--- src/rtl/interp_pkg.sv ---
package interp_pkg;

  // fixed header words.
  localparam int TIME_NOW_ADDR = 1;
  localparam int COUNT_ADDR    = 2;
  localparam int T_OLD_ADDR    = 3;
  localparam int T_NEW_ADDR    = 4;

  // table bases, element i at base + i.
  localparam int U_OLD_BASE  = 53;
  localparam int U_NEW_BASE  = 103;
  localparam int SLOPE_BASE  = 353;
  localparam int RESULT_BASE = 403;

  localparam int MAX_ELEMS = 8;

  typedef logic [3:0] elem_cnt_t;

  typedef enum logic [2:0] {
    SL_IDLE,
    SL_RD_HDR,
    SL_LATCH_HDR,
    SL_RD_ELEM,
    SL_LATCH_ELEM,
    SL_DIVIDE,
    SL_WRITE
  } slope_state_t;

  typedef enum logic [2:0] {
    EV_IDLE,
    EV_RD_TIMES,
    EV_LATCH_TIMES,
    EV_RD_ELEM,
    EV_LATCH_ELEM,
    EV_WRITE
  } eval_state_t;

endpackage

--- src/rtl/mem_port_if.sv ---
`timescale 1ns/1ps

// one engine's view of the shared memory.
interface mem_port_if #(
  parameter int DATA_WIDTH = 16,
  parameter int ADDR_WIDTH = 13
);

  logic [ADDR_WIDTH-1:0] rd1_addr;
  logic [ADDR_WIDTH-1:0] rd2_addr;
  logic [DATA_WIDTH-1:0] rd1_data;
  logic [DATA_WIDTH-1:0] rd2_data;
  logic                  wr_en;
  logic [ADDR_WIDTH-1:0] wr_addr;
  logic [DATA_WIDTH-1:0] wr_data;

  modport engine (
    output rd1_addr, rd2_addr, wr_en, wr_addr, wr_data,
    input  rd1_data, rd2_data
  );

  modport sched (
    input  rd1_addr, rd2_addr, wr_en, wr_addr, wr_data,
    output rd1_data, rd2_data
  );

endinterface

--- src/rtl/eval_engine.sv ---
`timescale 1ns/1ps

module eval_engine #(
  parameter int DATA_WIDTH = 16,
  parameter int ADDR_WIDTH = 13
) (
  input  logic       CLK,
  input  logic       RST,
  input  logic       go,
  output logic       finished,
  mem_port_if.engine mem
);

  import interp_pkg::*;

  eval_state_t           state;
  elem_cnt_t             idx;
  elem_cnt_t             cnt;
  logic                  hdr_step;
  logic [DATA_WIDTH-1:0] elapsed;
  logic [DATA_WIDTH-1:0] result;

  always_comb
  begin
    mem.rd1_addr = ADDR_WIDTH'(COUNT_ADDR);
    mem.rd2_addr = ADDR_WIDTH'(TIME_NOW_ADDR);
    mem.wr_en    = 1'b0;
    mem.wr_addr  = ADDR_WIDTH'(RESULT_BASE) + ADDR_WIDTH'(idx);
    mem.wr_data  = result;
    case (state)
      EV_LATCH_TIMES:
        mem.rd1_addr = ADDR_WIDTH'(T_OLD_ADDR);
      EV_RD_ELEM:
      begin
        mem.rd1_addr = ADDR_WIDTH'(SLOPE_BASE) + ADDR_WIDTH'(idx);
        mem.rd2_addr = ADDR_WIDTH'(U_OLD_BASE) + ADDR_WIDTH'(idx);
      end
      EV_WRITE:
        mem.wr_en = 1'b1;
      default:
        mem.wr_en = 1'b0;
    endcase
  end

  always_ff @(posedge CLK)
  begin
    if (!RST)
    begin
      state    <= EV_IDLE;
      idx      <= '0;
      hdr_step <= 1'b0;
      finished <= 1'b0;
    end
    else
    begin
      finished <= 1'b0;
      case (state)
        EV_IDLE:
          if (go)
          begin
            state <= EV_RD_TIMES;
          end
        EV_RD_TIMES:
          state <= EV_LATCH_TIMES;
        EV_LATCH_TIMES:
          if (!hdr_step)
          begin
            hdr_step <= 1'b1;
          end
          else
          begin
            hdr_step <= 1'b0;
            idx      <= '0;
            if (cnt == '0)
            begin
              finished <= 1'b1;
              state    <= EV_IDLE;
            end
            else
            begin
              state <= EV_RD_ELEM;
            end
          end
        EV_RD_ELEM:
          state <= EV_LATCH_ELEM;
        EV_LATCH_ELEM:
          state <= EV_WRITE;
        EV_WRITE:
        begin
          idx <= idx + 1'b1;
          if (elem_cnt_t'(idx + 1'b1) == cnt)
          begin
            finished <= 1'b1;
            state    <= EV_IDLE;
          end
          else
          begin
            state <= EV_RD_ELEM;
          end
        end
        default:
          state <= EV_IDLE;
      endcase
    end
  end

  // own copy of the count, elapsed time is t_now - t_old.
  always_ff @(posedge CLK)
  begin
    if (state == EV_LATCH_TIMES && !hdr_step)
    begin
      cnt     <= (mem.rd1_data > DATA_WIDTH'(MAX_ELEMS)) ?
                 elem_cnt_t'(MAX_ELEMS) : elem_cnt_t'(mem.rd1_data);
      elapsed <= mem.rd2_data;
    end
    else if (state == EV_LATCH_TIMES)
    begin
      elapsed <= elapsed - mem.rd1_data;
    end
    if (state == EV_LATCH_ELEM)
    begin
      result <= mem.rd2_data + mem.rd1_data * elapsed;
    end
  end

endmodule

--- src/rtl/interp_top.sv ---
`timescale 1ns/1ps

module interp_top #(
  parameter int DATA_WIDTH = 16,
  parameter int ADDR_WIDTH = 13
) (
  input  logic                  CLK,
  input  logic                  RST,
  input  logic                  init_start,
  input  logic                  interp_start,
  output logic [ADDR_WIDTH-1:0] rd1_addr,
  output logic [ADDR_WIDTH-1:0] rd2_addr,
  input  logic [DATA_WIDTH-1:0] rd1_data,
  input  logic [DATA_WIDTH-1:0] rd2_data,
  output logic                  wr_en,
  output logic [ADDR_WIDTH-1:0] wr_addr,
  output logic [DATA_WIDTH-1:0] wr_data,
  output logic                  init_done,
  output logic                  interp_done,
  output logic                  error
);

  logic                  slope_go;
  logic                  eval_go;
  logic                  slope_finished;
  logic                  slope_fault;
  logic                  eval_finished;
  logic                  div_start;
  logic                  div_done;
  logic                  div_zero;
  logic [DATA_WIDTH-1:0] dividend;
  logic [DATA_WIDTH-1:0] divisor;
  logic [DATA_WIDTH-1:0] quotient;

  mem_port_if #(.DATA_WIDTH(DATA_WIDTH), .ADDR_WIDTH(ADDR_WIDTH)) slope_port ();
  mem_port_if #(.DATA_WIDTH(DATA_WIDTH), .ADDR_WIDTH(ADDR_WIDTH)) eval_port ();

  serial_divider #(.DATA_WIDTH(DATA_WIDTH)) div_i (
    .CLK      (CLK),
    .RST      (RST),
    .start    (div_start),
    .dividend (dividend),
    .divisor  (divisor),
    .done     (div_done),
    .quotient (quotient),
    .div_zero (div_zero)
  );

  slope_engine #(.DATA_WIDTH(DATA_WIDTH), .ADDR_WIDTH(ADDR_WIDTH)) slope_i (
    .CLK       (CLK),
    .RST       (RST),
    .go        (slope_go),
    .finished  (slope_finished),
    .fault     (slope_fault),
    .div_start (div_start),
    .dividend  (dividend),
    .divisor   (divisor),
    .div_done  (div_done),
    .div_zero  (div_zero),
    .quotient  (quotient),
    .mem       (slope_port.engine)
  );

  eval_engine #(.DATA_WIDTH(DATA_WIDTH), .ADDR_WIDTH(ADDR_WIDTH)) eval_i (
    .CLK      (CLK),
    .RST      (RST),
    .go       (eval_go),
    .finished (eval_finished),
    .mem      (eval_port.engine)
  );

  phase_scheduler #(.DATA_WIDTH(DATA_WIDTH), .ADDR_WIDTH(ADDR_WIDTH)) sched_i (
    .CLK            (CLK),
    .RST            (RST),
    .init_start     (init_start),
    .interp_start   (interp_start),
    .slope_finished (slope_finished),
    .slope_fault    (slope_fault),
    .eval_finished  (eval_finished),
    .slope_go       (slope_go),
    .eval_go        (eval_go),
    .init_done      (init_done),
    .interp_done    (interp_done),
    .error          (error),
    .slope_port     (slope_port.sched),
    .eval_port      (eval_port.sched),
    .rd1_addr       (rd1_addr),
    .rd2_addr       (rd2_addr),
    .rd1_data       (rd1_data),
    .rd2_data       (rd2_data),
    .wr_en          (wr_en),
    .wr_addr        (wr_addr),
    .wr_data        (wr_data)
  );

endmodule

--- src/rtl/phase_scheduler.sv ---
`timescale 1ns/1ps

module phase_scheduler #(
  parameter int DATA_WIDTH = 16,
  parameter int ADDR_WIDTH = 13
) (
  input  logic                  CLK,
  input  logic                  RST,
  input  logic                  init_start,
  input  logic                  interp_start,
  input  logic                  slope_finished,
  input  logic                  slope_fault,
  input  logic                  eval_finished,
  output logic                  slope_go,
  output logic                  eval_go,
  output logic                  init_done,
  output logic                  interp_done,
  output logic                  error,
  mem_port_if.sched             slope_port,
  mem_port_if.sched             eval_port,
  output logic [ADDR_WIDTH-1:0] rd1_addr,
  output logic [ADDR_WIDTH-1:0] rd2_addr,
  input  logic [DATA_WIDTH-1:0] rd1_data,
  input  logic [DATA_WIDTH-1:0] rd2_data,
  output logic                  wr_en,
  output logic [ADDR_WIDTH-1:0] wr_addr,
  output logic [DATA_WIDTH-1:0] wr_data
);

  logic pend_init;
  logic pend_eval;
  logic running;
  logic owner_eval;
  logic req_init;
  logic req_eval;
  logic free;

  assign req_init = pend_init | init_start;
  assign req_eval = pend_eval | interp_start;
  // an engine finishing this cycle frees the ports for the next go.
  assign free = ~running | slope_finished | slope_fault | eval_finished;

  always_ff @(posedge CLK)
  begin
    if (!RST)
    begin
      pend_init  <= 1'b0;
      pend_eval  <= 1'b0;
      running    <= 1'b0;
      owner_eval <= 1'b0;
      slope_go   <= 1'b0;
      eval_go    <= 1'b0;
      error      <= 1'b0;
    end
    else
    begin
      slope_go  <= 1'b0;
      eval_go   <= 1'b0;
      pend_init <= req_init;
      pend_eval <= req_eval;
      if (free && req_init)
      begin
        slope_go   <= 1'b1;
        running    <= 1'b1;
        owner_eval <= 1'b0;
        pend_init  <= 1'b0;
      end
      else if (free && req_eval)
      begin
        eval_go    <= 1'b1;
        running    <= 1'b1;
        owner_eval <= 1'b1;
        pend_eval  <= 1'b0;
      end
      else if (free)
      begin
        running <= 1'b0;
      end
      if (slope_fault)
      begin
        error <= 1'b1;
      end
      else if (slope_go)
      begin
        error <= 1'b0;
      end
    end
  end

  assign init_done   = slope_finished;
  assign interp_done = eval_finished;

  // read data goes to both, only the owner listens.
  assign slope_port.rd1_data = rd1_data;
  assign slope_port.rd2_data = rd2_data;
  assign eval_port.rd1_data  = rd1_data;
  assign eval_port.rd2_data  = rd2_data;

  assign rd1_addr = owner_eval ? eval_port.rd1_addr : slope_port.rd1_addr;
  assign rd2_addr = owner_eval ? eval_port.rd2_addr : slope_port.rd2_addr;
  assign wr_en    = owner_eval ? eval_port.wr_en    : slope_port.wr_en;
  assign wr_addr  = owner_eval ? eval_port.wr_addr  : slope_port.wr_addr;
  assign wr_data  = owner_eval ? eval_port.wr_data  : slope_port.wr_data;

endmodule

--- src/rtl/serial_divider.sv ---
`timescale 1ns/1ps

module serial_divider #(
  parameter int DATA_WIDTH = 16
) (
  input  logic                  CLK,
  input  logic                  RST,
  input  logic                  start,
  input  logic [DATA_WIDTH-1:0] dividend,
  input  logic [DATA_WIDTH-1:0] divisor,
  output logic                  done,
  output logic [DATA_WIDTH-1:0] quotient,
  output logic                  div_zero
);

  localparam int CNT_W = $clog2(DATA_WIDTH + 1);

  logic [CNT_W-1:0]      step_cnt;
  logic                  busy;
  logic [DATA_WIDTH-1:0] rem_q;
  logic [DATA_WIDTH-1:0] quo_q;
  logic [DATA_WIDTH-1:0] dvs_q;
  logic [DATA_WIDTH:0]   rem_shift;
  logic [DATA_WIDTH:0]   rem_trial;
  logic                  fits;

  // shift in the next dividend bit, then trial subtract.
  assign rem_shift = {rem_q, quo_q[DATA_WIDTH-1]};
  assign rem_trial = rem_shift - {1'b0, dvs_q};
  assign fits      = ~rem_trial[DATA_WIDTH];

  always_ff @(posedge CLK)
  begin
    if (!RST)
    begin
      busy     <= 1'b0;
      done     <= 1'b0;
      step_cnt <= '0;
    end
    else
    begin
      done <= 1'b0;
      if (start)
      begin
        busy     <= 1'b1;
        step_cnt <= CNT_W'(DATA_WIDTH);
      end
      else if (busy)
      begin
        step_cnt <= step_cnt - 1'b1;
        if (step_cnt == CNT_W'(1))
        begin
          busy <= 1'b0;
          done <= 1'b1;
        end
      end
    end
  end

  always_ff @(posedge CLK)
  begin
    if (start)
    begin
      rem_q <= '0;
      quo_q <= dividend;
      dvs_q <= divisor;
    end
    else if (busy)
    begin
      rem_q <= fits ? rem_trial[DATA_WIDTH-1:0] : rem_shift[DATA_WIDTH-1:0];
      quo_q <= {quo_q[DATA_WIDTH-2:0], fits};
    end
  end

  // a zero divisor always subtracts, so the quotient ends up all ones.
  assign quotient = quo_q;
  assign div_zero = done & (dvs_q == '0);

endmodule

--- src/rtl/slope_engine.sv ---
`timescale 1ns/1ps

module slope_engine #(
  parameter int DATA_WIDTH = 16,
  parameter int ADDR_WIDTH = 13
) (
  input  logic                  CLK,
  input  logic                  RST,
  input  logic                  go,
  output logic                  finished,
  output logic                  fault,
  output logic                  div_start,
  output logic [DATA_WIDTH-1:0] dividend,
  output logic [DATA_WIDTH-1:0] divisor,
  input  logic                  div_done,
  input  logic                  div_zero,
  input  logic [DATA_WIDTH-1:0] quotient,
  mem_port_if.engine            mem
);

  import interp_pkg::*;

  slope_state_t state;
  elem_cnt_t    idx;
  elem_cnt_t    cnt;
  logic         hdr_step;

  always_comb
  begin
    mem.rd1_addr = ADDR_WIDTH'(COUNT_ADDR);
    mem.rd2_addr = ADDR_WIDTH'(T_NEW_ADDR);
    mem.wr_en    = 1'b0;
    mem.wr_addr  = ADDR_WIDTH'(SLOPE_BASE) + ADDR_WIDTH'(idx);
    mem.wr_data  = quotient;
    case (state)
      SL_LATCH_HDR:
        mem.rd1_addr = ADDR_WIDTH'(T_OLD_ADDR);
      SL_RD_ELEM:
      begin
        mem.rd1_addr = ADDR_WIDTH'(U_OLD_BASE) + ADDR_WIDTH'(idx);
        mem.rd2_addr = ADDR_WIDTH'(U_NEW_BASE) + ADDR_WIDTH'(idx);
      end
      SL_WRITE:
        mem.wr_en = 1'b1;
      default:
        mem.wr_en = 1'b0;
    endcase
  end

  always_ff @(posedge CLK)
  begin
    if (!RST)
    begin
      state     <= SL_IDLE;
      idx       <= '0;
      hdr_step  <= 1'b0;
      finished  <= 1'b0;
      fault     <= 1'b0;
      div_start <= 1'b0;
    end
    else
    begin
      finished  <= 1'b0;
      fault     <= 1'b0;
      div_start <= 1'b0;
      case (state)
        SL_IDLE:
          if (go)
          begin
            state <= SL_RD_HDR;
          end
        SL_RD_HDR:
          state <= SL_LATCH_HDR;
        SL_LATCH_HDR:
          if (!hdr_step)
          begin
            hdr_step <= 1'b1;
          end
          else
          begin
            hdr_step <= 1'b0;
            idx      <= '0;
            if (cnt == '0)
            begin
              finished <= 1'b1;
              state    <= SL_IDLE;
            end
            else
            begin
              state <= SL_RD_ELEM;
            end
          end
        SL_RD_ELEM:
          state <= SL_LATCH_ELEM;
        SL_LATCH_ELEM:
        begin
          div_start <= 1'b1;
          state     <= SL_DIVIDE;
        end
        SL_DIVIDE:
          if (div_done)
          begin
            if (div_zero)
            begin
              // abandon the table, no finished pulse.
              fault <= 1'b1;
              state <= SL_IDLE;
            end
            else
            begin
              state <= SL_WRITE;
            end
          end
        SL_WRITE:
        begin
          idx <= idx + 1'b1;
          if (elem_cnt_t'(idx + 1'b1) == cnt)
          begin
            finished <= 1'b1;
            state    <= SL_IDLE;
          end
          else
          begin
            state <= SL_RD_ELEM;
          end
        end
        default:
          state <= SL_IDLE;
      endcase
    end
  end

  // header arrives in two steps: count and t_new, then t_old.
  always_ff @(posedge CLK)
  begin
    if (state == SL_LATCH_HDR && !hdr_step)
    begin
      cnt     <= (mem.rd1_data > DATA_WIDTH'(MAX_ELEMS)) ?
                 elem_cnt_t'(MAX_ELEMS) : elem_cnt_t'(mem.rd1_data);
      divisor <= mem.rd2_data;
    end
    else if (state == SL_LATCH_HDR)
    begin
      divisor <= divisor - mem.rd1_data;
    end
    if (state == SL_LATCH_ELEM)
    begin
      dividend <= mem.rd2_data - mem.rd1_data;
    end
  end

endmodule

--- config.mk ---
export PLATFORM = sky130hd
export DESIGN_NAME = interp_top
export DESIGN_NICKNAME = d
export VERILOG_FILES = /design/src/rtl/interp_pkg.sv /design/src/rtl/mem_port_if.sv /design/src/rtl/eval_engine.sv /design/src/rtl/interp_top.sv /design/src/rtl/phase_scheduler.sv /design/src/rtl/serial_divider.sv /design/src/rtl/slope_engine.sv
export SDC_FILE = /design/constraint.sdc
export NUM_CORES = 1
export LEC_CHECK = 0
export ABC_CLOCK_PERIOD_IN_PS = 7300
export BUFFER_PORTS_ARGS = -buffer_cell sky130_fd_sc_hd__buf_2
export CAP_MARGIN = 20
export CELL_PAD_IN_SITES_DETAIL_PLACEMENT = 0
export CELL_PAD_IN_SITES_GLOBAL_PLACEMENT = 1
export CORE_MARGIN = 5
export CORE_UTILIZATION = 40
export DETAILED_ROUTE_END_ITERATION = 16
export PLACE_DENSITY = 0.68
export SYNTH_ARGS = -nofsm -noshare
export SYNTH_HDL_FRONTEND = slang
export SYNTH_SLANG_ARGS = --single-unit
--- constraint.sdc ---
create_clock -name CLK -period 7.3 [get_ports CLK]
set_input_delay 0.73 -clock CLK [delete_from_list [all_inputs] [get_ports CLK]]
set_output_delay 0.73 -clock CLK [all_outputs]
set_load 0.1 [all_outputs]
==> flow_summary.json, run 1 <==
{
  "required_ps": 7490,
  "num_io_pins": 95,
  "num_vias": 10600,
  "critPathLaunchType": "register",
  "period_minus_slack_ps": 5760,
  "routabilityCongestion": 0.860,
  "p_sw_share_pct": 40.5,
  "drc": 0,
  "start_util_pct": 40.5,
  "routed_via_density": 5.23,
  "rsz0062_at_grt": "no",
  "cts_resized": 0,
  "diodes": 0,
  "critPathArrivalTime_ps": 5950,
  "p_per_area_nw_per_um2": 268,
  "synth-edff-count": 104,
  "maxSlewHeadroom_pct": 44.7,
  "cts_root_buffer": "clkbuf_16",
  "clk_pin_slew_ps": 80,
  "clk_latency_ps": 440,
  "drive_gt1_share_pct": 10.3,
  "slowest_stage": "edfxtp_1",
  "antenna_left": 0,
  "drv_cap": 0,
  "final.setup.tns_ps": 0,
  "grt_max_degree": 53,
  "finClkSkew_ps": 15.8,
  "synth-seq-cells": 154,
  "fillerInstances": 3477,
  "track_usage_pct": 19.3,
  "power.net_switching_mw": 1.67,
  "endpoint_kind": "register",
  "worst_pin_slew_ps": 829,
  "post_cts_hold_buffer_count": 0,
  "whs_ps": 470,
  "yosysWarningCount": 0,
  "dpl.hpwl_mm": 28.3,
  "combPwrFrac_pct": 51.2,
  "dr.first_iter.drc_count": 741,
  "antenna_found_initial": 0,
  "synth_cells": 1507,
  "fin_nets": 1821,
  "ys_types": 77,
  "p_int_mw": 2.44,
  "crit_chain": "ha_1, fa_1, inv_1, fa_1, inv_1, ha_1, fa_1, ha_1, inv_1, fa_1, inv_1, ha_1, a21boi_0, o21ai_0, a21oi_1, a41oi_1, a21oi_1, xnor2_1",
  "period_share_pct": 78.9,
  "cts_max_path_buffers": 2,
  "syn_to_final_growth_pct": 9.68,
  "crit_path_max_fanout": 14,
  "cp_top_family": "adder cells",
  "clkPwrFrac_pct": 21.7,
  "portBuffers": 78,
  "cts_tree": "done",
  "grt_pass1_wl_mm": 58.2,
  "dieWidth_um": 197,
  "hp-class": "register to register",
  "slew_viol_final": 0,
  "hold_viol_final": 0,
  "critPathBufInv": 4,
  "worstSetupPathType": "register to register",
  "post_drt_wl_per_cell_um": 18.3,
  "power.leakage_nw": 6.72,
  "first_global_vias": 10405,
  "core_area_um2": 34500,
  "cts_setup_buffers": 0,
  "power_frac_seq_pct": 27.1,
  "slowest_delay_ps": 670,
  "htreeDepth": 4,
  "cts-buffers-inserted": 17,
  "ys_async_sr_fraction_pct": 0,
  "setup_viol": 0,
  "num_rows": 68,
  "ir_drop_mv": 0.296,
  "status": "completed",
  "fmax_mhz": 174,
  "avgSynthCellArea_um2": 9.28,
  "routed_wl_mm": 37.2,
  "die_area_um2": 38800,
  "ys_seq_area_share_pct": 29.5,
  "die_y_um": 197,
  "firstDrtPassIters": 5,
  "syn_area_um2": 14000,
  "ys.flop_type": "edfxtp_1",
  "clock_sinks": 154,
  "grt_overflow": 0
}
## final cells by class
class                           instances  area, µm²  share of cell area [%]
Timing Repair Buffer                   84        455                    2.97
Inverter                              220        826                    5.39
Clock buffer                           18        450                    2.94
Clock inverter                         14        145                   0.946
Sequential cell                       154       4130                    26.9
Multi-Input combinational cell       1083       8760                    57.1
Tap cell                              455        569                    3.71
## synthesized netlist by cell type (32+ instances only)
cell | number | share of area (%)
and2_1 | 36 | 1.6
dfxtp_1 | 50 | 7.2
o21ai_0 | 52 | 1.9
a21oi_1 | 74 | 2.6
nor2_1 | 115 | 3.1
xnor2_1 | 77 | 4.8
nand2_1 | 151 | 4.1
inv_1 | 219 | 5.9
ha_1 | 127 | 11
fa_1 | 98 | 14
mux2_2 | 32 | 2.6
clkbuf_1 | 44 | 1.2
edfxtp_1 | 104 | 22
## cells in the final DEF, fill, tap and decap left out, types with 6 or more instances in the layout
cell type  synthesis  routed
o21a_1            11      11
edfxtp_1         104     104
or3_1             11      11
and2_1            36      36
dfxtp_1           50      49
mux2_2            32      32
a211oi_1          22      22
a31oi_1            8       8
nand2_1          151     151
nor2_1           115     115
o31ai_1            8       8
a21o_1            10      10
xor2_1            28      28
nor3_1            31      31
a21oi_1           74      74
o21ai_0           52      52
inv_1            219     220
xnor2_1           77      77
nor4_1            11      11
fa_1              98      98
nand3_1           16      16
ha_1             127     127
nand2b_1          13      13
a21boi_0           6       6
nor3b_1            6       6
and3_1             6       6
clkbuf_16          0      18
buf_2              0      78
mux2i_1           14      14
nor2b_1           22      22
nand3b_1           6       6
conb_1             2      16
## layer usage
layer / global-route usage, % / vias up / routed length (µm)
met4: 5.14 / 0 / 709
met3: 3.28 / 38 / 1910
met1: 27.5 / 5151 / 17200
met2: 30.5 / 250 / 17300
met5: 0 / - / 0
li1: - / 5161 / -
## worst reg2reg max path: stages, from the launching register on
cell	delay, ps
edfxtp_1	670
ha_1	350
fa_1	530
inv_1	60
fa_1	470
inv_1	40
ha_1	190
fa_1	490
ha_1	290
inv_1	50
fa_1	520
inv_1	40
ha_1	310
a21boi_0	350
o21ai_0	170
a21oi_1	250
a41oi_1	240
a21oi_1	350
xnor2_1	130
## stage by stage
step | instance area [µm²] | worst slack (ps) | util, % | std cells | total power, mW
floorplan | 14000 | 1620 | - | 1521 | 2.81
global placement | 14700 | 1270 | 42.6 | 1995 | 3.21
detailed placement | 14700 | 1230 | 42.7 | 1996 | 3.24
CTS | 15300 | 1500 | 44.4 | 2028 | 4.14
global route | 15300 | 1260 | 44.4 | 2028 | 4.43
finish | 15300 | 1540 | 44.4 | 2028 | 4.11
## sequential cells by signal (all words and copies together) (netlist names), 4 cells and up
name and count:
eval_i.elapsed 16, slope_i.cnt 4, div_i.rem_q 16, div_i.quotient 16, div_i.step_cnt 5, slope_i.dividend 16, div_i.dvs_q 16, eval_i.cnt 4
slope_i.idx 4, slope_i.divisor 16, eval_i.idx 4, eval_i.mem.wr_data 16
## power groups by stage
stage                     clock, mW  combinational [mW]  sequential (mW)
after floorplan                   0                1.70             1.11
after global placement            0                2.08             1.13
after detailed placement          0                2.10             1.13
after CTS                     0.912                2.12             1.11
after global routing          0.950                2.36             1.12
final                         0.892                2.11             1.11
## final timing paths
path / to / from / slack (ps) / depth (start not counted)
setup / recovery: eval_i.mem.wr_data[15]$_DFFE_PP_ / eval_i.elapsed[3]$_DFFE_PP_ / 1540 / 18
hold / removal: div_i.dvs_q[4]$_DFFE_PP_ / slope_i.divisor[4]$_DFFE_PP_ / 470 / 0
setup reg to reg: eval_i.mem.wr_data[15]$_DFFE_PP_ / eval_i.elapsed[3]$_DFFE_PP_ / 1540 / 18
hold reg to reg: div_i.dvs_q[4]$_DFFE_PP_ / slope_i.divisor[4]$_DFFE_PP_ / 470 / 0
## kinds of logic (layout without fill, tap and decap cells)
kind of cell    Yosys count  count (layout)  synth area share, %
simple gates            448             448                 15.3
buf+inv                 284             336                 8.20
compound gates          243             243                 11.3
fa+ha+maj               225             225                 25.4
flops                   154             154                 29.5
xor+xnor                105             105                 6.58
mux                      46              46                 3.58
other cells               2              16               0.0537
No activity file was read; power rests on OpenSTA's default activity.
==> run 2: changes to the inputs <==
ABC_CLOCK_PERIOD_IN_PS = 5600   (was 7300)
clock period = 5.6 ns   (was 7.3 ns; I/O delays follow)
==> run 2 against run 1 <==
Against the previous run:
- cell count is 2.2% higher
- global-route usage up 0.18 points
- setup slack worse by 1400 ps
- sequential power rose by 31%
- hold slack lost 92 ps
- clock power rose by 38%
- register-to-register slack worse by 1400 ps
- critical path depth is 2 lower
- critical endpoint unchanged
- final area increased by 2.5%
- sequential cell count unchanged
- critical path type unchanged
- largest cell class unchanged
- total power grew 35%
- maximum frequency increased by 5.4%
==> flow_summary.json, run 2 (synthesis gave the netlist of run 1 again) <==
{
  "setup_ws_ps": 134,
  "top_layer": "met4",
  "start_util_pct": 40.5,
  "wl_met2_mm": 17.4,
  "ir_drop_mv": 0.282,
  "placed_cell_area_um2": 15000,
  "hp-class": "input port to register",
  "dpl.hpwl_mm": 29.2,
  "cts-buffers-inserted": 17,
  "fin_area_um2": 15700,
  "whs_ps": 378,
  "clock_sinks": 154,
  "clk_pin_slew_ps": 70,
  "critPathArrivalTime_ps": 5650,
  "firstDrtPassIters": 6,
  "drv_cap": 0,
  "num_io_pins": 95,
  "fmax_mhz": 183,
  "place_ws_ps": -44.7,
  "setup_viol": 0,
  "routed_via_density": 5.13,
  "crit_chain": "and2_1, fa_1, inv_1, fa_1, fa_1, fa_1, fa_1, fa_1, xor2_1, xnor2_1, xnor2_1, xnor2_1, xnor2_1, xnor2_1, buf_4, xnor2_1",
  "finClkSkew_ps": 12.0,
  "route.met3.wl_mm": 1.45,
  "worstSetupPathType": "register to register",
  "grt_max_degree": 53,
  "dr.first_iter.drc_count": 731,
  "die_y_um": 197,
  "final.setup.tns_ps": 0,
  "routabilityCongestion": 0.881,
  "final_cells": 2073,
  "diodes": 0,
  "first_global_vias": 10762,
  "hold_viol_final": 0,
  "power.leakage_nw": 6.96,
  "cts_root_buffer": "clkbuf_16",
  "num_vias": 10642,
  "drive_gt1_share_pct": 12.8,
  "crit_path_max_fanout": 7,
  "portBuffers": 78,
  "antenna_found_initial": 0,
  "syn_to_final_growth_pct": 12.5,
  "rsz0062_at_grt": "yes",
  "die_area_um2": 38800,
  "drc": 0,
  "cts_max_path_buffers": 2,
  "wl_met1_mm": 17.7,
  "htreeDepth": 4,
  "endpoint_kind": "register",
  "regToRegSetupSlack_ps": 130,
  "critPathLaunchType": "register",
  "p_per_area_nw_per_um2": 353,
  "status": "completed",
  "grt_pass1_wl_mm": 59.5,
  "required_ps": 5780,
  "routed_wl_mm": 37.4,
  "maxSlewHeadroom_pct": 34.2,
  "period_minus_slack_ps": 5470,
  "post_drt_wl_per_cell_um": 18.0,
  "grt_overflow": 0,
  "slew_viol_final": 0,
  "track_usage_pct": 19.5,
  "num_rows": 68,
  "mostFrequentLayoutCells": "inv_1, nand2_1, ha_1",
  "period_share_pct": 97.6,
  "fin_nets": 1866,
  "antenna_left": 0,
  "worst_pin_slew_ps": 986,
  "slowest_delay_ps": 550,
  "core_area_um2": 34500,
  "clk_latency_ps": 440,
  "cts_tree": "done",
  "dp.cells": 2034,
  "dieWidth_um": 197,
  "slowest_stage": "edfxtp_1",
  "layout_commonest_cell": "inv_1"
}
[run 2: cell types whose count changed in the layout (fill, tap and decap cells not counted), moves of 2 or more]
cell | before | now
inv_6 | 5 | 1
buf_12 | 0 | 2
clkinv_8 | 3 | 0
clkbuf_16 | 18 | 23
clkbuf_1 | 0 | 2
inv_8 | 3 | 0
buf_4 | 5 | 49
[run 2: timing repair]
action,4_1_cts,5_1_grt
endpoints found under the setup margin,0,3
buffers inserted,0,7
hold buffers,0,0
gates resized for setup,0,1
[run 2: path summary, 6_finish.rpt]
check                          startpoint                          endpoint  cells after the start
max           eval_i.elapsed[5]$_DFFE_PP_  eval_i.mem.wr_data[15]$_DFFE_PP_                     16
min                          interp_start      sched_i.running$_SDFFE_PN0P_                      3
max reg2reg   eval_i.elapsed[5]$_DFFE_PP_  eval_i.mem.wr_data[15]$_DFFE_PP_                     16
min reg2reg  slope_i.divisor[2]$_DFFE_PP_          div_i.dvs_q[2]$_DFFE_PP_                      0
[run 2: where the power goes]
| group | internal (mW) | leakage, nW | total, mW | switching, mW |
|---|---|---|---|---|
| logic | 1.29 | 5.31 | 2.88 | 1.60 |
| registers | 1.39 | 1.34 | 1.45 | 0.0573 |
| clock network | 0.745 | 0.318 | 1.23 | 0.484 |
[run 2: area by class of cell]
cell class	count	area [µm²]
clock buffers	27	602
fillers	3426	18800
well taps	455	569
clock inverters	5	37.5
multi-input cells	1083	8770
repair buffers	129	798
inverters	220	826
flip-flops and latches	154	4130
[run 2: per-stage QoR]
| step | utilization (%) | total power, mW |
|---|---|---|
| finish | 45.5 | 5.56 |
| global route | 45.5 | 5.99 |
| CTS | 45.4 | 5.61 |
| detailed placement | 43.5 | 4.36 |
| global placement | 43.5 | 4.33 |
| floorplan | - | 3.66 |
[run 2: worst max-delay path, delay by kind of cell, from the launching register on]
family | cells | cell delay [ps]
adder cells (fa/ha/maj) | 6 | 3040
XOR/XNOR | 7 | 1150
flip-flops | 1 | 550
AND/OR/NAND/NOR | 1 | 250
buffers and inverters | 2 | 210
[run 2: per-layer routing]
layer / vias to the layer above / GRT usage (%)
met5: - / 0
met4: 0 / 5.70
met3: 56 / 2.72
met2: 232 / 31.3
met1: 5134 / 27.5
li1: 5220 / -
